$ cat src/design/isa_pkg.sv
/*
  architectural constants and types for the fetch front end
  64-bit addresses, fixed 32-bit instructions, no compressed forms
*/
`default_nettype none

package isa_pkg;

	////////////////////////////////////////////////////////////
	// widths
	////////////////////////////////////////////////////////////

	localparam int ADDR_W = 64;	// pc and branch target width
	localparam int INST_W = 32;	// one instruction word

	typedef logic [ADDR_W-1:0] addr_t;
	typedef logic [INST_W-1:0] inst_t;

	////////////////////////////////////////////////////////////
	// program counter behaviour
	////////////////////////////////////////////////////////////

	// pc loaded on reset
	localparam addr_t RESET_PC = '0;

	// sequential step, one instruction
	// pc is always word aligned, bits 1:0 are never looked at
	localparam addr_t PC_STEP = ADDR_W'(4);

endpackage

`default_nettype wire

$ cat src/design/uarch_pkg.sv
/*
  micro-architecture geometry: instruction memory and fetch queue
  memory holds 256 lines of 64 bits, so pc wraps every 2 KiB
*/
`default_nettype none

package uarch_pkg;

	// instruction memory
	localparam int LINE_W       = 64;	// two instructions per line
	localparam int IMEM_LINES   = 256;
	localparam int LINE_IDX_W   = 8;	// log2 of IMEM_LINES
	localparam int LINE_LSB     = 3;	// pc bit where the line index starts
	localparam int WORD_SEL_BIT = 2;	// picks upper/lower word of a line

	typedef logic [LINE_W-1:0]     line_t;
	typedef logic [LINE_IDX_W-1:0] line_idx_t;

	// fetch queue, depth is a power of two
	localparam int FQ_DEPTH = 4;
	localparam int FQ_CNT_W = 3;	// holds 0..FQ_DEPTH

endpackage

`default_nettype wire

$ cat src/design/fetch_queue.sv
/*
  small circular fetch queue, enqueue is never refused (credit upstream)
  flush empties it in the same edge and beats a concurrent enqueue
  outputs hold steady while valid is high and ready is low
*/
`timescale 1ns/10ps
`default_nettype none

module fetch_queue
	import isa_pkg::*;
	import uarch_pkg::*;
(
	input  logic                clock,
	input  logic                reset,
	input  logic                flush,		// taken branch

	// from fetch
	input  logic                enq_valid,
	input  addr_t               enq_pc,
	input  addr_t               enq_npc,
	input  inst_t               enq_inst,
	output logic [FQ_CNT_W-1:0] slots_free,

	// downstream, valid/ready
	input  logic                inst_ready,
	output logic                inst_valid,
	output inst_t               inst,
	output addr_t               inst_pc,
	output addr_t               inst_npc
);

	// entry storage, no reset needed
	addr_t pc_q   [FQ_DEPTH];
	addr_t npc_q  [FQ_DEPTH];
	inst_t inst_q [FQ_DEPTH];

	logic [$clog2(FQ_DEPTH)-1:0] head;	// oldest entry
	logic [$clog2(FQ_DEPTH)-1:0] tail;	// next free entry
	logic [FQ_CNT_W-1:0]         count;
	logic                        deq;

	assign deq        = inst_valid && inst_ready;
	assign inst_valid = (count != '0);
	assign slots_free = FQ_CNT_W'(FQ_DEPTH) - count;

	// head entry straight out
	assign inst     = inst_q[head];
	assign inst_pc  = pc_q[head];
	assign inst_npc = npc_q[head];

	////////////////////////////////////////////////////////////
	// pointers and count
	////////////////////////////////////////////////////////////

	always_ff @(posedge clock)
	begin
		if (reset || flush)
		begin
			head  <= '0;
			tail  <= '0;
			count <= '0;
		end
		else
		begin
			if (enq_valid)
				tail <= tail + 1'b1;	// wraps, depth is a power of two
			if (deq)
				head <= head + 1'b1;
			case ({enq_valid, deq})
				2'b10:   count <= count + 1'b1;
				2'b01:   count <= count - 1'b1;
				default: count <= count;	// both or neither
			endcase
		end
	end

	// payload write, a flushed write lands past the reset pointers
	always_ff @(posedge clock)
	begin
		if (enq_valid)
		begin
			pc_q[tail]   <= enq_pc;
			npc_q[tail]  <= enq_npc;
			inst_q[tail] <= enq_inst;
		end
	end

endmodule

`default_nettype wire

$ cat config.mk
export PLATFORM = sky130hd
export DESIGN_NAME = fetch_queue
export DESIGN_NICKNAME = d
export VERILOG_FILES = /design/src/design/isa_pkg.sv /design/src/design/uarch_pkg.sv /design/src/design/fetch_queue.sv
export SDC_FILE = /design/constraint.sdc
export NUM_CORES = 1
export LEC_CHECK = 0
export BUFFER_PORTS_ARGS = -buffer_cell sky130_fd_sc_hd__buf_2
export CAP_MARGIN = 5
export CELL_PAD_IN_SITES_DETAIL_PLACEMENT = 2
export CELL_PAD_IN_SITES_GLOBAL_PLACEMENT = 2
export CORE_MARGIN = 10
export CORE_UTILIZATION = 45
export DETAILED_ROUTE_END_ITERATION = 12
export PLACE_DENSITY = 0.88
export SLEW_MARGIN = 20
export SYNTH_ARGS = -nofsm -noshare
export SYNTH_HDL_FRONTEND = slang
export SYNTH_SLANG_ARGS = --single-unit
$ cat constraint.sdc
create_clock -name clock -period 7.4 [get_ports clock]
set_input_delay 1.48 -clock clock [delete_from_list [all_inputs] [get_ports clock]]
set_output_delay 1.48 -clock clock [all_outputs]
set_load 0.05 [all_outputs]
======== Word-level counts from Yosys, hierarchy flattened ========
Memories as Yosys holds them, arrays and structs flattened. A register that Yosys moved wholly into a read port is not among the register bits.
Cells that the tools add are included.
word-level totals
  register bits ........................... 7
  memory bits (writable) .................. 640
  input bits .............................. 165
  output and inout port bits .............. 164
  word-level logic and storage cells ...... 26
  memories ................................ 3
cells by class
  add/subtract/negate cells ............... 5
  equality and inequality tests ........... 2
  multiplexer cells ....................... 9
  reductions and logical operators ........ 4
memories
  name    words  width  rd ports  clocked after Yosys merged registers in  wr ports  line               text
  npc_q   4      64     1         1                                        1         fetch_queue.sv:34  addr_t npc_q [FQ_DEPTH];
  pc_q    4      64     1         1                                        1         fetch_queue.sv:33  addr_t pc_q [FQ_DEPTH];
  inst_q  4      32     1         1                                        1         fetch_queue.sv:35  inst_t inst_q [FQ_DEPTH];
operators by type and width
  kind                   count
  $mux W2                6
  $pmux W3 S2            1
  $add A2 B1 Y2 const B  2
  $add A3 B1 Y3 const B  1
  $reduce_bool A3 Y1     1
  $sub A3 B1 Y3 const B  1
  $sub A3 B3 Y3 const A  1
  $eq A2 B1 Y1 const B   1
  $eq A2 B2 Y1 const B   1
  $mux W1                2
  $reduce_bool A2 Y1     1
  $logic_and A1 B1 Y1    1
  $logic_or A1 B1 Y1     1

======== Longest topological paths before layout ========
  word-level depth ........................ 4
  depth in mapped cells ................... 10
  depth with buffers taken out ............ 10

======== Worst setup path before layout ========
OpenSTA, ideal clock, no wires.
  path kind ............................... input to register
  start point ............................. input port enq_valid
  end point ............................... memory inst_q[0][0] (netlist bit), enable pin
  library setup time ...................... 0.538 ns
  arrival time ............................ 5.126 ns
  data required time ...................... 6.862 ns
  path slack .............................. 1.735 ns
  stages .................................. 1
  buffers on the path ..................... 0
  cells stage by stage .................... and2_1
on the way
  word-level cells in the longest chain between the ends .. 2
RTL lines
  item                           line               text
  start, declared                fetch_queue.sv:18  input logic enq_valid,
  $mux W1                        fetch_queue.sv:80  if (enq_valid)
  $mux W1 (implied by the code)  fetch_queue.sv:84  inst_q[tail] <= enq_inst;
  end, declared                  fetch_queue.sv:35
No other way between the ends.

==> metrics <==
die area just over 60,000 um2; hold path depth 2; Post-synth top cells edfxtp_1, mux4_2, buf_2; syn nets roughly 1,100; Post-CTS Setup Inserts 0; Hold Path Class flip-flop to flip-flop; final setup fails 0; Post-Synthesis Cells 889; post-route minimum period 4.62 ns; H-Tree Depth 3; area grow syn2layout 19.8%; Crit Path Max Fanout 40; asr flop ratio synth 0%; antenna viol nets, final 0; status completed; Final TNS setup 0 ns; Crit. End Element output port; DR WL/cell 33.1 um; GRT overflow 0; register area share after synthesis slightly above 80%; Cell variety after synth 21; starting density of the core a little under half; initial antenna violation count 12; Total Routing Usage GR 21.3%; Clk pin slew, worst setup/hold paths 0.06 ns; post-detail-place hpwl a little over 40,000 um; top cell type's share of synthesized area roughly 82%; total clock sinks 649; number of global-route vias before repair 12,800; Mapped Area 23,500 um2; CTS Buf Count 69; chip height 249 um; via total after detailed routing 11,100; CTS tree yes; Max-Slew Margin vs Limit 27.7%; Synth area leader edfxtp_1; leakage power between 9 and 10 nW; #FFs+latches synth 649; CP required 5.92 ns; IO Port Bufs about 330; Hold-fix buffers, CTS 0; area of the core region 51,600 um2; first-pass GRT wire length 96,300 um; cts repair resizes 0; Worst Skew 0.0213 ns; Slew @ Worst Pin 1.09 ns; final WL 66,200 um; Post-synth EDFFs 640; Main synth FF type edfxtp_1; Reg2Reg Setup Slack 4.55 ns; DRC Markers 0; max-slew violations 0; Worst-Skew Late Latency 0.60 ns; Clock Tree Root clkbuf_16; Final GP Congestion ~0.71; Synth Area per Inst between 20 and 30 um2; FMAX 217 MHz; Horiz. Die Dim between 200 and 250 um; # fillers 4,247; vias per cell 5.56; DR pass1 iterations 4; crit path DAT 3.14 ns; top-count cell post-synth edfxtp_1; synthesis warning total 0; worst ir drop on vdd 0.000210 V; Max-Cap Viols 0; final core utilization between 50% and 60%; worst reg-to-reg path cell count 10; Power Dens Cells 292 nW/um2; proportion of layout cells with a drive suffix above 1 45.4%; largest net degree at the start of global routing 161; RSZ-0062 raised after global routing false; hold_sp head[1]; Starting DRT DRC Count 852; NumNets Final 1,436; Synth area leaders edfxtp_1, mux4_2, dfxtp_1; Hold Vio Cnt, Final 0; fin crit share 62.4%; Setup Crit Path Kind flip-flop to output port; clk buf depth 3; CP Launch Type flip-flop; io pins 329; Rows 83; Worst R2R Start count[0]; RR Endpoint count[2]
cell families after synthesis:
| family | synth area share [%] |
|---|---|
| muxes | 15.3 |
| adders and majority gates | 0.457 |
| buffers and inverters | 1.22 |
| DFF | 82.4 |
| and+or+nand+nor | 0.345 |
| AOI/OAI and AO/OA | 0.0637 |
| xor gates and xnor gates | 0.186 |
area by class of cell:
| cell class | instances | area [um2] | area share (%) |
|---|---|---|---|
| antenna | 8 | 20.0 | 0.0710 |
| clock buffer | 92 | 1930 | 6.84 |
| clock inverter | 29 | 280 | 0.994 |
| inverter | 9 | 33.8 | 0.120 |
| multi-input combinational | 193 | 3870 | 13.7 |
| sequential | 649 | 19400 | 68.8 |
| tap | 680 | 851 | 3.02 |
| timing repair buffer | 341 | 1810 | 6.42 |
sequential cells by signal, indices dropped and copies added, names as in the netlist, named ones only:
name    cells
npc_q     256
pc_q      256
inst_q    128
count       3
head        2
tail        2
critical path: stages (launching register included):
cell,delay [ns]
dfxtp_4,0.93
buf_4,0.67
mux4_2,0.63
buf_2,0.25
worst max-delay path by stage:
stage | startpoint | endpoint | slack [ns] | cells past startpoint
after floorplan | enq_valid | inst_q[0][0] | 1.74 | 1
after global placement | flip-flop | inst_pc[44] | 3.36 | 3
after detailed placement | flip-flop | inst_pc[48] | 3.30 | 3
after CTS | flip-flop | inst_pc[12] | 2.64 | 3
after global routing | flip-flop | inst_pc[32] | 2.52 | 3
final | flip-flop | inst_pc[12] | 2.78 | 3
through the flow:
step | power [mW] | hold slack, ns | cell area (um2) | std cells | worst slack [ns]
2_1_floorplan | 4.64 | 0.459 | 23500 | 889 | 1.74
3_3_place_gp | 4.81 | 0.472 | 25900 | 1871 | 3.36
3_5_place_dp | 4.87 | 0.545 | 25900 | 1871 | 3.30
4_1_cts | 8.32 | 0.552 | 28200 | 1992 | 2.64
5_1_grt | 8.48 | 0.568 | 28200 | 1997 | 2.52
6_report | 8.23 | 0.549 | 28200 | 2001 | 2.78
where the power goes:
part           switching, mW  internal (mW)
Clock                   1.41           2.03
Sequential            0.0383           4.14
Combinational          0.446          0.162
routing by layer:
metal  share of wire, %  global-route usage, %  up-vias
met2                 55                   38.5      437
met3                7.0                   6.34       90
li1                   -                      -     4595
met1                 36                   24.1     5989
met5               0.13                      0        -
met4                1.9                   5.33       12
layout by cell type (no fill, tap or decap), types with 4 or more instances in the layout:
cell,synthesis,layout
and2_4,0,4
buf_12,0,4
buf_2,19,328
buf_4,1,8
bufinv_16,0,6
clkbuf_1,7,16
clkbuf_16,0,73
clkinv_1,0,17
clkinv_2,0,4
dfxtp_1,9,7
diode_2,0,8
edfxtp_1,640,640
ha_1,7,7
inv_1,9,9
mux4_2,160,160
nor2_1,8,8
No activity file was read; power rests on OpenSTA's default activity.
