===== src/design/isa_pkg.sv =====
/*
  architectural constants and types for the fetch front end
  64-bit addresses, fixed 32-bit instructions, no compressed forms
*/
`default_nettype none

package isa_pkg;

	////////////////////////////////////////////////////////////
	// widths
	////////////////////////////////////////////////////////////

	localparam int ADDR_W = 64;	// pc and branch target width
	localparam int INST_W = 32;	// one instruction word

	typedef logic [ADDR_W-1:0] addr_t;
	typedef logic [INST_W-1:0] inst_t;

	////////////////////////////////////////////////////////////
	// program counter behaviour
	////////////////////////////////////////////////////////////

	// pc loaded on reset
	localparam addr_t RESET_PC = '0;

	// sequential step, one instruction
	// pc is always word aligned, bits 1:0 are never looked at
	localparam addr_t PC_STEP = ADDR_W'(4);

endpackage

`default_nettype wire


===== src/design/uarch_pkg.sv =====
/*
  micro-architecture geometry: instruction memory and fetch queue
  memory holds 256 lines of 64 bits, so pc wraps every 2 KiB
*/
`default_nettype none

package uarch_pkg;

	// instruction memory
	localparam int LINE_W       = 64;	// two instructions per line
	localparam int IMEM_LINES   = 256;
	localparam int LINE_IDX_W   = 8;	// log2 of IMEM_LINES
	localparam int LINE_LSB     = 3;	// pc bit where the line index starts
	localparam int WORD_SEL_BIT = 2;	// picks upper/lower word of a line

	typedef logic [LINE_W-1:0]     line_t;
	typedef logic [LINE_IDX_W-1:0] line_idx_t;

	// fetch queue, depth is a power of two
	localparam int FQ_DEPTH = 4;
	localparam int FQ_CNT_W = 3;	// holds 0..FQ_DEPTH

endpackage

`default_nettype wire


===== src/design/fetch_stage.sv =====
/*
  pc register and request logic with at most one memory read in flight
  requests go out only with a reserved queue slot, so enq is never refused
  taken branch overrides the stall and drops the response of that cycle
*/
`timescale 1ns/10ps
`default_nettype none

module fetch_stage
	import isa_pkg::*;
	import uarch_pkg::*;
(
	input  logic                clock,
	input  logic                reset,

	// redirect from later in the pipeline
	input  logic                branch_taken,
	input  addr_t               branch_target,

	// credit from the fetch queue
	input  logic [FQ_CNT_W-1:0] slots_free,

	// memory interface
	input  logic                mem_resp_valid,
	input  line_t               mem_resp_line,
	output logic                mem_req,
	output line_idx_t           mem_idx,

	// enqueue to the fetch queue
	output logic                enq_valid,
	output addr_t               enq_pc,
	output addr_t               enq_npc,
	output inst_t               enq_inst
);

	addr_t pc;			// pc being requested this cycle
	addr_t inflight_pc;	// pc of the request whose data returns next
	logic  inflight;	// one request outstanding
	logic  issue;
	logic  squash;		// response of this cycle belongs to the old path

	////////////////////////////////////////////////////////////
	// request side
	////////////////////////////////////////////////////////////

	// a free slot not already promised to the outstanding request
	// no issue in reset or on a branch since the pc is about to change
	assign issue = !reset && !branch_taken
	             && (slots_free > {{(FQ_CNT_W-1){1'b0}}, inflight});

	assign mem_req = issue;
	assign mem_idx = pc[LINE_LSB +: LINE_IDX_W];	// bits 10:3 wrap at 2 KiB

	// branch wins over the pc even while stalled
	always_ff @(posedge clock)
	begin
		if (reset)
			pc <= RESET_PC;
		else if (branch_taken)
			pc <= branch_target;
		else if (issue)
			pc <= pc + PC_STEP;
	end

	// one bit of in-flight count covers the one-cycle latency
	always_ff @(posedge clock)
	begin
		if (reset)
			inflight <= 1'b0;
		else
			inflight <= issue;
	end

	// pc travels alongside the request
	always_ff @(posedge clock)
	begin
		if (issue)
			inflight_pc <= pc;
	end

	////////////////////////////////////////////////////////////
	// response side
	////////////////////////////////////////////////////////////

	assign squash    = branch_taken;	// fetched down the wrong path
	assign enq_valid = mem_resp_valid && !squash;
	assign enq_pc    = inflight_pc;
	assign enq_npc   = inflight_pc + PC_STEP;

	// pick the word out of the returned line
	assign enq_inst = inflight_pc[WORD_SEL_BIT] ? mem_resp_line[LINE_W-1 -: INST_W]
	                                            : mem_resp_line[INST_W-1:0];

endmodule

`default_nettype wire


===== config.mk =====
export PLATFORM = sky130hd
export DESIGN_NAME = fetch_stage
export DESIGN_NICKNAME = d
export VERILOG_FILES = /design/src/design/isa_pkg.sv /design/src/design/uarch_pkg.sv /design/src/design/fetch_stage.sv
export SDC_FILE = /design/constraint.sdc
export NUM_CORES = 1
export LEC_CHECK = 0
export BUFFER_PORTS_ARGS = -buffer_cell sky130_fd_sc_hd__buf_2
export CAP_MARGIN = 40
export CORE_ASPECT_RATIO = 1.25
export CORE_MARGIN = 5
export CORE_UTILIZATION = 30
export CTS_CLUSTER_SIZE = 8
export DETAILED_ROUTE_END_ITERATION = 7
export SLEW_MARGIN = 40
export SYNTH_ARGS = -nofsm -noshare
export SYNTH_HDL_FRONTEND = slang
export SYNTH_SLANG_ARGS = --single-unit

===== constraint.sdc =====
create_clock -name clock -period 10.4 [get_ports clock]
set_input_delay 1.56 -clock clock [delete_from_list [all_inputs] [get_ports clock]]
set_output_delay 1.56 -clock clock [all_outputs]
set_load 0.03 [all_outputs]

# --- Word-level counts from Yosys, hierarchy flattened ---
# Cells that the tools add are included.
word_totals:
  regBits: 129
  latchBits: 0
  ramBits: 0
  mem_bits_ro: 0
  inputBits: 135
  output_inout_bits: 170
  elab_cells: 15
  memories: 0
op_classes:
  add_sub_neg: 2
  mul: 0
  n_div: 0
  order_cmp: 1
  eq_ne: 0
  shift: 0
  n_mux: 3
  bitwise_logic: 0
  n_reduce_logical: 6
op_table:
  columns: ["op", "n"]
  rows:
  - ["$add A64 B3 Y64 const B", 2]
  - ["$mux W64", 2]
  - ["$mux W32", 1]
  - ["$gt A3 B1 Y1", 1]
  - ["$logic_and A1 B1 Y1", 3]
  - ["$logic_not A1 Y1", 2]
  - ["$reduce_bool A2 Y1", 1]

# --- Logic depth before layout (Yosys ltp) ---
# Gate-level depths: netlist of the first run.
logic_depth:
  ltp_word: 5
  ltp_mapped: 9
  mapped_depth_nobuf: 8

# --- Worst setup path before layout of the first run ---
# Ideal clock, no wire load.
synth_timing:
  path_type: "input-to-output"
  start: "in slots_free[0]"
  end: "out mem_req"
  t_arrival_ns: 3.665
  t_required_ns: 8.840
  path_slack_ns: 5.175
  cell_stages: 5
  path_buffers: 0
  path_cell_list: "inv_1 -> ha_1 -> nor2_1 -> o21ai_2 -> inv_1"
synth_via:
  elab_chain_len: 2
synth_rtl:
  columns: ["item", "line", "text"]
  rows:
  - ["start: declaration", "fetch_stage.sv:21", "input logic [FQ_CNT_W-1:0] slots_free,"]
  - ["$gt A3 B1 Y1", "fetch_stage.sv:49", "&& (slots_free > {{(FQ_CNT_W-1){1'b0}}, inflight});"]
  - ["$logic_and A1 B1 Y1", "fetch_stage.sv:49", null]
  - ["end: declaration", "fetch_stage.sv:26", "output logic mem_req,"]
# Every way passes these cells.

# --- Worst setup path in the final report of the first run ---
layout_timing:
  start: "reg inflight_pc[2], in the netlist enq_pc[2]"
  end: "out enq_npc[62]"
layout_via:
  elab_chain_len: 1
layout_rtl:
  columns: ["item", "line", "text"]
  rows:
  - ["start: declaration", "fetch_stage.sv:37", "addr_t inflight_pc;"]
  - ["start signal: assignment", "fetch_stage.sv:78", "inflight_pc <= pc;"]
  - ["$add A64 B3 Y64", "fetch_stage.sv:88", "assign enq_npc = inflight_pc + PC_STEP;"]
  - ["end: declaration", "fetch_stage.sv:32", "output addr_t enq_npc,"]
# Every way passes these cells.

==> results of run 1 <==
-- synthesized netlist by cell type, types with 18 or more instances --
| library cell | n | area, um^2 |
|---|---|---|
| mux2_2 | 32 | 360 |
| nand2_1 | 62 | 233 |
| a211oi_1 | 25 | 188 |
| dfxtp_1 | 65 | 1300 |
| a311oi_1 | 29 | 254 |
| and4_1 | 27 | 236 |
| nand3_1 | 41 | 205 |
| edfxtp_1 | 64 | 1920 |
| nor3_1 | 22 | 110 |
| or4_1 | 20 | 150 |
| xor2_1 | 30 | 263 |
| clkbuf_1 | 24 | 90.1 |
| nand4_1 | 32 | 200 |
| xnor2_1 | 55 | 482 |
| inv_1 | 18 | 67.6 |
| nor2_1 | 77 | 289 |
| or3_1 | 24 | 150 |
-- metal layers --
| layer | track usage [%] | vias to the layer above | share of wire (%) |
|---|---|---|---|
| met5 | 0 | - | 0.19 |
| met4 | 5.43 | 10 | 2.5 |
| met3 | 3.83 | 59 | 4.6 |
| met2 | 32.0 | 195 | 49 |
| met1 | 23.3 | 3542 | 43 |
| li1 | - | 3599 | - |
-- state kept, by name (all words and copies together), names as in the netlist --
signal,cells
inflight,1
enq_pc,64
pc,64
-- stage by stage --
step / util (%) / setup WS, ps
floorplan: - / 5170
global route: 39.9 / 5320
CTS: 39.9 / 5490
finish: 39.9 / 5550
global placement: 37.1 / 5600
detailed placement: 37.1 / 5760
-- worst reg2reg max path: cells and delay by family (launching register included) --
| kind | cells | cell delay [ps] |
|---|---|---|
| AO/OA/AOI/OAI | 1 | 290 |
| flip-flops | 1 | 490 |
| AND/OR/NAND/NOR | 4 | 2500 |
-- power groups by stage --
stage                     clock network (uW)  logic, uW  registers (uW)
after detailed placement                   0        226             621
final                                    707        225             611
after floorplan                            0        130             629
after CTS                                716        228             610
after global routing                     736        241             616
after global placement                     0        225             620
-- cells by family (layout without fill, tap and decap cells) --
family,after synthesis,in the layout,share of synthesized area (%)
XOR/XNOR,85,85,9.82
flip-flops,129,129,42.5
other,0,1,0
buffers and inverters,72,361,4.65
adder cells (fa/ha/maj),3,3,0.495
AND/OR/NAND/NOR,371,371,26.8
multiplexers,35,35,5.15
AO/OA/AOI/OAI,107,107,10.5
-- cell type report --
cell class | count | area, um^2
timing repair buffer | 310 | 1570
antenna | 1 | 2.50
clock inverter | 13 | 258
inverter | 19 | 71.3
sequential | 129 | 3220
multi-input combinational | 601 | 4020
fill | 2559 | 15100
clock buffer | 19 | 433
tap | 335 | 419
-- worst max path at each step --
| stage | cells after the start | from | slack (ps) | end |
|---|---|---|---|---|
| after floorplan | 5 | slots_free[0] | 5170 | mem_req |
| after global placement | 8 | enq_pc[2] | 5600 | enq_npc[62] |
| after detailed placement | 7 | slots_free[0] | 5760 | mem_req |
| after CTS | 8 | enq_pc[2] | 5490 | enq_npc[62] |
| after global routing | 8 | enq_pc[2] | 5320 | enq_npc[60] |
| final | 8 | enq_pc[2] | 5550 | enq_npc[62] |
==> results.md, run 1 <==
- Status: finished, final reports clean
- P&R area growth vs syn: 31.9%
- Io pins: 305
- Yosys warning count: 0
- Slowest stage delay, CP: 530 ps
- Commonest cells after routing, fill and taps aside: 304 x buf_2, 77 x nor2_1, 65 x dfxtp_1, 64 x edfxtp_1, 62 x nand2_1
- Clock share of power: 45.8%
- I/O Buffers: 304
- Core area: 0.0250 mm^2
- Dpl cell area: 0.00930 mm^2
- Worst Path Max Fanout: 37
- Syn Nets: 940
- DRT Wirelength: 27400 um
- Tightest Hold Check Type: reg2reg
- Post-Layout Cell Count: 1427
- RR Startpoint: pc[4]
- Clock skew: 11.0 ps
- Sequential fraction of the synthesis area: 42.5%
- CTS clk-pin slew, worst paths: 60 ps
- VDD IR max: 0.109 mV
- FF-to-FF path depth: 5
- Final net count: 1216
- Tot GR Track Use: 18.5%
- Gr ovfl total: 0
- Setup_tns: 0 ps
- Mapped Area: 0.00758 mm^2
- FF-to-FF End: pc[56]
- Maximum Capacitance Violations: 0
- Post-synthesis cell count: 802
- Num rows: 65
- Arrival time at the worst endpoint: 3290 ps
- # setup viols final: 0
- Top delay family on crit path: simple AND/OR/NAND/NOR gates
- Pin count of the biggest net entering global routing: 86
- Post-cts repair resize count: 0
- FF+latch count, synth: 129
- Worst Hold End: enq_pc[1]
- Sequential group share of total power: 39.6%
- CP Class: reg2out
- Number of flops mapped to enable cells by yosys: 64
- Final Cycle Share: 46.6%
- Mapped Avg Cell Area: 9.45 um^2
- WP buf/inv: 2
- CP required: 8840 ps
- Fmax: 206 MHz
- Iteration-0 DRC count of the detailed router: 557
- Avg WL per Cell: 19.2 um
- Async SR Flop Fraction: 0%
- Chip width: 152 um
- Final hold vios: 0
- Switching Fraction: 27.3%
- Hold depth: 0
- Worst-case headroom to the max-slew limit: 44.9%
- Max-slew violations: 0
- Slowest CP cell: nor3b_2
- H-tree levels: 4
- Post-layout minimum cycle time: 4850 ps
- DP Wirelength: 21100 um
- Combinational power share: 14.6%
- R2R Setup Slk: 7040 ps
- Crit path launch type: register
- Crit end category: output pin
- Die height: 188 um
- Predominant post-synthesis flop cell: dfxtp_1
- Routed via count: 7405
- Post-route DRC: 0
- Setup bufs post-CTS: 0
- Routed Antenna Nets: 0
- Number of global-route vias before repair: 7166
- RSZ-0062 raised after global routing: no
- Library cells used by synthesis: 53
- Final Cell Area: 0.0100 mm^2
- GPL Wtd Cong: 0.862
- First-pass GRT wire length: 42400 um
- NetSw: 422 uW
- Leakage: 0.00384 uW
- Initial antenna violation count: 5
- Total power: 1540 uW
- Die footprint: 0.0286 mm^2
- Max Buffers Root-to-Sink: 2
- CTS Hold Buffers Added: 0
- Initial core utilization: 30.3%
- CP Cell Sequence: buf_4 -> ha_1 -> and2_1 -> nor3b_2 -> nand3_1 -> nor4_1 -> xnor2_1 -> buf_2
- Drt first pass iters: 5
- Clk_lat worst skew: 420 ps
- Clk root buf: clkbuf_16
- TritonCTS clock tree: yes
- Layout cells sized above 1: 35.5%
- Inserted Clock Buffers: 17
- Least-Margin Pin Slew: 825 ps
- Via density: 5.19
- HP Start: pc[1]
- P per Cell Area: 154 mW/mm^2
- Placed insts: 1394
- Clk sink count: 129
- Hold WS: 436 ps
- Commonest non-fill, non-tap cell in the layout: buf_2
- Int Power: 1120 uW
Note: power is estimated with default switching activity, not from simulation.
==> run 2, diff against run 1 <==
--- a/config.mk
+++ b/config.mk
@@ -5,6 +5,7 @@
 export SDC_FILE = /design/constraint.sdc
 export NUM_CORES = 1
 export LEC_CHECK = 0
+export ABC_AREA = 1
 export BUFFER_PORTS_ARGS = -buffer_cell sky130_fd_sc_hd__buf_2
 export CAP_MARGIN = 40
 export CORE_ASPECT_RATIO = 1.25
==> constraint.sdc (replaced) <==
create_clock -name clock -period 5 [get_ports clock]
set_input_delay 0.75 -clock clock [delete_from_list [all_inputs] [get_ports clock]]
set_output_delay 0.75 -clock clock [all_outputs]
set_load 0.03 [all_outputs]
==> results.md, run 2 <==
- Syn Nets: 1580 (+68%)
- Final Cycle Share: 72.6%
- Pin count of the biggest net entering global routing: 77 (-10%)
- Worst-case headroom to the max-slew limit: 55.5% (+11 points)
- Fmax: 275 MHz
- Top delay family on crit path: simple AND/OR/NAND/NOR gates
- Post-synth top cells: 467 x nand2_1, 246 x nor2_1, 136 x inv_1
- Post-layout minimum cycle time: 3630 ps
- DRT Wirelength: 37600 um (+37%)
- Least-Margin Pin Slew: 663 ps (-162 ps)
- Arrival time at the worst endpoint: 2880 ps (-410 ps)
- Post-synthesis cell count: 1442 (+80%)
- CP Class: reg2out
- Clk sink count: 129 (unchanged)
- Maximum Capacitance Violations: 0 (unchanged)
- Post-Layout Cell Count: 2143 (+50%)
- Io pins: 305 (unchanged)
- Post-route DRC: 0 (unchanged)
- Clk_lat worst skew: 420 ps (about the same)
- Util after Layout: 38.3% (-1.6 points)
- Routed Antenna Nets: 0 (unchanged)
- CP required: 4250 ps (-4590 ps)
- Diode count: 0 (-1)
- Synth top area cells: edfxtp_1 21%, nand2_1 19%, dfxtp_1 14%, nor2_1 9.9%, inv_1 5.5%
- Mapped Avg Cell Area: 6.44 um^2 (-32%)
- I/O Buffers: 304 (unchanged)
- CP Cell Sequence: buf_4 -> ha_1 -> nand2_1 -> nor2_2 -> inv_1 -> nor2_1 -> nand4_1 -> xnor2_1 -> buf_2
- Initial antenna violation count: 0 (-5)
- Die footprint: 0.0346 mm^2 (+21%)
- Tightest Hold Check Type: reg2reg
- Iteration-0 DRC count of the detailed router: 642 (+15%)
- Avg WL per Cell: 17.6 um (-8.7%)
- Setup_tns: 0 ps (unchanged)
- Slowest CP cell: nor2_1
- Via density: 4.84 (-6.7%)
- Total power: 3210 uW (+110%)
- CTS clk-pin slew, worst paths: 60 ps (about the same)
- Setup bufs post-CTS: 0 (unchanged)
- Clk root buf: clkbuf_16
- Pre-CTS WS: 1840 ps (-3930 ps)
- Crit path launch type: register
- First-pass GRT wire length: 56500 um (+33%)
- Synth top area share: 20.7% (-4.7 points)
- Yosys warning count: 0 (unchanged)
- Clock skew: 10.6 ps (-0.391 ps)
- P per Cell Area: 272 mW/mm^2 (+76%)
- Status: finished, final reports clean
- Inserted Clock Buffers: 17 (unchanged)
- Predominant post-synthesis flop cell: dfxtp_1
- Drt first pass iters: 5 (unchanged)
- DP Wirelength: 30500 um (+45%)
- Die height: 207 um (+10%)
- P&R area growth vs syn: 26.8%
- Worst Path Max Fanout: 36 (-2.7%)
- Chip width: 167 um (+10%)
- Post-cts repair resize count: 0 (unchanged)
- Commonest cells after routing, fill and taps aside: 467 x nand2_1, 303 x buf_2, 246 x nor2_1, 135 x inv_1, 86 x nand3_1
- Largest area contributor in the netlist: edfxtp_1
- GPL Wtd Cong: 0.971 (+13%)
- Layout cells sized above 1: 22.7% (-13 points)
- Num rows: 72 (+11%)
- Mapped Area: 0.00929 mm^2 (+23%)
- TritonCTS clock tree: yes
- # setup viols final: 0 (unchanged)
- Number of flops mapped to enable cells by yosys: 64 (unchanged)
- Final net count: 1861 (+53%)
- Slowest stage delay, CP: 480 ps (-50 ps)
- Routed via count: 10400 (+40%)
- Max-slew violations: 0 (unchanged)
- Leakage: 0.00511 uW (+33%)
- Commonest non-fill, non-tap cell in the layout: nand2_1
- Placed insts: 2111 (+51%)
- R2R Setup Slk: 2440 ps (-4600 ps)
- CTS Hold Buffers Added: 0 (unchanged)
- Max Buffers Root-to-Sink: 2 (unchanged)
- Gr ovfl total: 0 (unchanged)
- VDD IR max: 0.228 mV (+110%)
- Library cells used by synthesis: 44 (-17%)
- Async SR Flop Fraction: 0% (unchanged)
- FF+latch count, synth: 129 (unchanged)
- Crit end category: output pin
- Tot GR Track Use: 20.9% (+2.4 points)
- Core area: 0.0307 mm^2 (+23%)
- Number of global-route vias before repair: 10200 (+42%)
- WP buf/inv: 3 (+1)
- Final hold vios: 0 (unchanged)
- Sequential fraction of the synthesis area: 34.7% (-7.8 points)
- RSZ-0062 raised after global routing: no
- Initial core utilization: 30.2% (-0.031 points)
- H-tree levels: 4 (unchanged)
- Most frequent cell after synthesis: nand2_1
- Setup ws final: 1370 ps (-4180 ps)
## run 2: logic make-up after synthesis
logic type	count (synthesis)	synth area share (%)
simple gates	931	43.1
buf+inv	192	8.51
compound gates	129	7.84
flops	129	34.7
xor+xnor	58	5.47
fa+ha+maj	3	0.404
## run 2: final timing paths
| kind | start | to | depth (start not counted) |
|---|---|---|---|
| worst max-delay path | enq_pc[2] | enq_npc[62] | 9 |
| worst min-delay path | pc[0] | enq_pc[0] | 0 |
| worst max register to register | inflight | enq_pc[46] | 6 |
| worst min register to register | pc[0] | enq_pc[0] | 0 |
## run 2: worst register-to-register path, stage by stage (launching register included)
cell and delay, ps:
dfxtp_1 310, ha_1 260, o21ai_0 200, nand3_2 110, clkinv_2 270, buf_4 400, buf_4 610
## run 2: area by class of cell
type                            instances  area, um^2
Clock buffer                           18         429
Clock inverter                         14         204
Fill cell                            3350       18900
Inverter                              140         527
Multi-Input combinational cell       1121        5280
Sequential cell                       129        3220
Tap cell                              407         509
Timing Repair Buffer                  314        1600
## run 2: report_power, final
group          internal, uW  leakage, uW  switching [uW]
combinational           180      0.00366             393
sequential             1190      0.00115             110
clock                   842     0.000298             496
## run 2: stage by stage
step           cell area, um^2  hold slack (ps)
2_1_floorplan             9290              403
3_3_place_gp             11100              410
3_5_place_dp             11100              418
4_1_cts                  11800              434
5_1_grt                  11800              455
6_report                 11800              430
## run 2: metal layers
layer	routed length (um)	vias up	global-route usage, %
li1	-	5207	-
met1	15000	4693	24.5
met2	18500	404	37.3
met3	2490	68	3.45
met4	1630	0	9.71
met5	0	-	0
==> run 3, diff against run 2 <==
--- a/config.mk
+++ b/config.mk
@@ -5,7 +5,7 @@
 export SDC_FILE = /design/constraint.sdc
 export NUM_CORES = 1
 export LEC_CHECK = 0
-export ABC_AREA = 1
+export ABC_AREA = 0
 export BUFFER_PORTS_ARGS = -buffer_cell sky130_fd_sc_hd__buf_2
 export CAP_MARGIN = 40
 export CORE_ASPECT_RATIO = 1.25
==> constraint.sdc (replaced) <==
create_clock -name clock -period 3.2 [get_ports clock]
set_input_delay 0.48 -clock clock [delete_from_list [all_inputs] [get_ports clock]]
set_output_delay 0.48 -clock clock [all_outputs]
set_load 0.03 [all_outputs]
==> results.md, run 3 (synthesis results as in run 1) <==
- Slowest CP cell: edfxtp_1
- P&R area growth vs syn: 32.3%
- Fmax: 323 MHz
- # setup viols final: 0 (unchanged)
- RSZ-0062 raised after global routing: yes
- Final Cycle Share: 96.8%
- Max-slew violations: 0 (unchanged)
- HP Start: branch_target[1]
- Num rows: 65 (-9.7%)
- Setup bufs post-CTS: 0 (unchanged)
- Chip width: 152 um (-9.1%)
- WP buf/inv: 3 (unchanged)
- GPL Wtd Cong: 0.889 (-8.4%)
- Number of global-route vias before repair: 7083 (-30%)
- TritonCTS clock tree: yes
- Clock skew: 6.75 ps (-3.85 ps)
- Worst Path Max Fanout: 36 (unchanged)
- Clk root buf: clkbuf_16
- Initial antenna violation count: 1 (+1)
- Clk sink count: 129 (unchanged)
- Fillcell total: 2570 (-23%)
- Avg WL per Cell: 18.9 um (+7.5%)
- DP Wirelength: 21000 um (-31%)
- Post-layout minimum cycle time: 3100 ps
- FF-to-FF path depth: 5 (-1)
- H-tree levels: 4 (unchanged)
- VDD IR max: 0.352 mV (+55%)
- Routed via count: 7406 (-29%)
- Max Buffers Root-to-Sink: 2 (unchanged)
- CTS Hold Buffers Added: 0 (unchanged)
- Slowest stage delay, CP: 370 ps (-110 ps)
- Crit end category: output pin
- Via density: 5.15 (+6.3%)
- Worst path most repeated cell: nor3_1
- Crit path launch type: register
- Util after Layout: 40.1% (+1.7 points)
- Io pins: 305 (unchanged)
- Die height: 188 um (-9.2%)
- CTS clk-pin slew, worst paths: 60 ps (about the same)
- P per Cell Area: 464 mW/mm^2 (+70%)
- Core area: 0.0250 mm^2 (-18%)
- Tightest Hold Check Type: in2reg
- CP Class: reg2out
- Iteration-0 DRC count of the detailed router: 554 (-14%)
- CP Cell Sequence: clkbuf_8 -> nand3_1 -> nor3_1 -> buf_4 -> nand3_2 -> nor3_1 -> xor2_1 -> buf_2
- Layout cells sized above 1: 36.9% (+14 points)
- Final net count: 1228 (-34%)
- Top delay family on crit path: simple AND/OR/NAND/NOR gates
- Arrival time at the worst endpoint: 2620 ps (-260 ps)
- Maximum Capacitance Violations: 0 (unchanged)
- Die footprint: 0.0286 mm^2 (-17%)
- First-pass GRT wire length: 42000 um (-26%)
- Worst-case headroom to the max-slew limit: 44.0% (-11 points)
- Inserted Clock Buffers: 17 (unchanged)
- FF-to-FF End: pc[44]
- Pin count of the biggest net entering global routing: 70 (-9.1%)
- CP required: 2720 ps (-1530 ps)
- Commonest cells after routing, fill and taps aside: 304 x buf_2, 77 x nor2_1, 65 x dfxtp_1, 64 x edfxtp_1, 62 x nand2_1
- Post-Layout Cell Count: 1439 (-33%)
- Drt first pass iters: 5 (unchanged)
- Placed insts: 1406 (-33%)
- Commonest non-fill, non-tap cell in the layout: buf_2
- Setup_tns: 0 ps (unchanged)
- RR Startpoint: pc[6]
- Leakage: 0.00385 uW (-25%)
- Routed Antenna Nets: 0 (unchanged)
- Initial core utilization: 30.3% (+0.031 points)
- R2R Setup Slk: 530 ps (-1910 ps)
- Gr ovfl total: 0 (unchanged)
- Clk_lat worst skew: 420 ps (about the same)
- Tot GR Track Use: 18.4% (-2.5 points)
- Post-route DRC: 0 (unchanged)
- Hold depth: 3 (+3)
- Worst Hold End: pc[1]
- Final hold vios: 0 (unchanged)
- DRT Wirelength: 27200 um (-28%)
- Least-Margin Pin Slew: 838 ps (+176 ps)
- Status: finished, final reports clean
- I/O Buffers: 304 (unchanged)
==> run 3: changes by cell type in the layout (fill, tap and decap cells not counted), sizes merged, moves of 21 or more <==
cell	previous run	this run
a21oi	56	4
a311oi	0	29
and4	0	27
inv	143	20
mux2	0	32
nand2	475	62
nand3	91	43
nor2	268	78
or3	0	25
or4	0	21
xnor2	17	55
==> run 3: routing by layer <==
layer | vias up | GRT usage [%] | share of wire [%]
met5 | - | 0 | 0
met4 | 0 | 5.47 | 1.8
met3 | 30 | 3.16 | 5.0
met2 | 232 | 31.5 | 50
met1 | 3539 | 23.8 | 43
li1 | 3605 | - | -
==> run 3: stage by stage <==
stage	hold slack (ps)	worst slack, ps	power (uW)	instance area [um^2]
after floorplan	406	124	2470	7580
after global placement	416	345	2760	9390
after detailed placement	428	268	2760	9390
after CTS	273	29.2	4700	10000
after global routing	287	-97.0	4840	10000
final	295	101	4660	10000
==> run 3: worst max path at each step <==
stage                              from  depth (start not counted)     endpoint
final                         enq_pc[2]                          8  enq_npc[53]
after global routing          enq_pc[2]                          8  enq_npc[43]
after CTS                    enq_pc[38]                          6  enq_npc[59]
after detailed placement      enq_pc[2]                          8  enq_npc[59]
after global placement        enq_pc[2]                          8  enq_npc[63]
after floorplan           slots_free[0]                          8       pc[49]
==> run 3: what timing repair did <==
action,in CTS,in global routing
resized for setup,4,7
pin swaps,0,0
endpoints found under the setup margin,18,14
==> run 3: final cells by class <==
cell class                      instances  area, um^2  share of cell area (%)
Sequential cell                       129        3220                    32.1
Clock inverter                         12         133                    1.32
Clock buffer                           20         457                    4.55
Tap cell                              335         419                    4.18
Multi-Input combinational cell        601        4050                    40.4
Timing Repair Buffer                  322        1680                    16.7
Inverter                               19        75.1                   0.748
Antenna cell                            1        2.50                  0.0249
==> run 3: worst reg2reg max path, cell delays in order, from the launching register on <==
cell and delay, ps:
dfxtp_1 480, and4_1 420, nand4_1 180, or4_1 760, or4_1 480, a311oi_1 260
==> run 3: report_power, final <==
group | internal [uW] | total, uW | leakage, uW | switching (uW)
combinational | 264 | 746 | 0.00241 | 482
clock | 1190 | 1930 | 0.000283 | 740
sequential | 1850 | 1980 | 0.00115 | 138
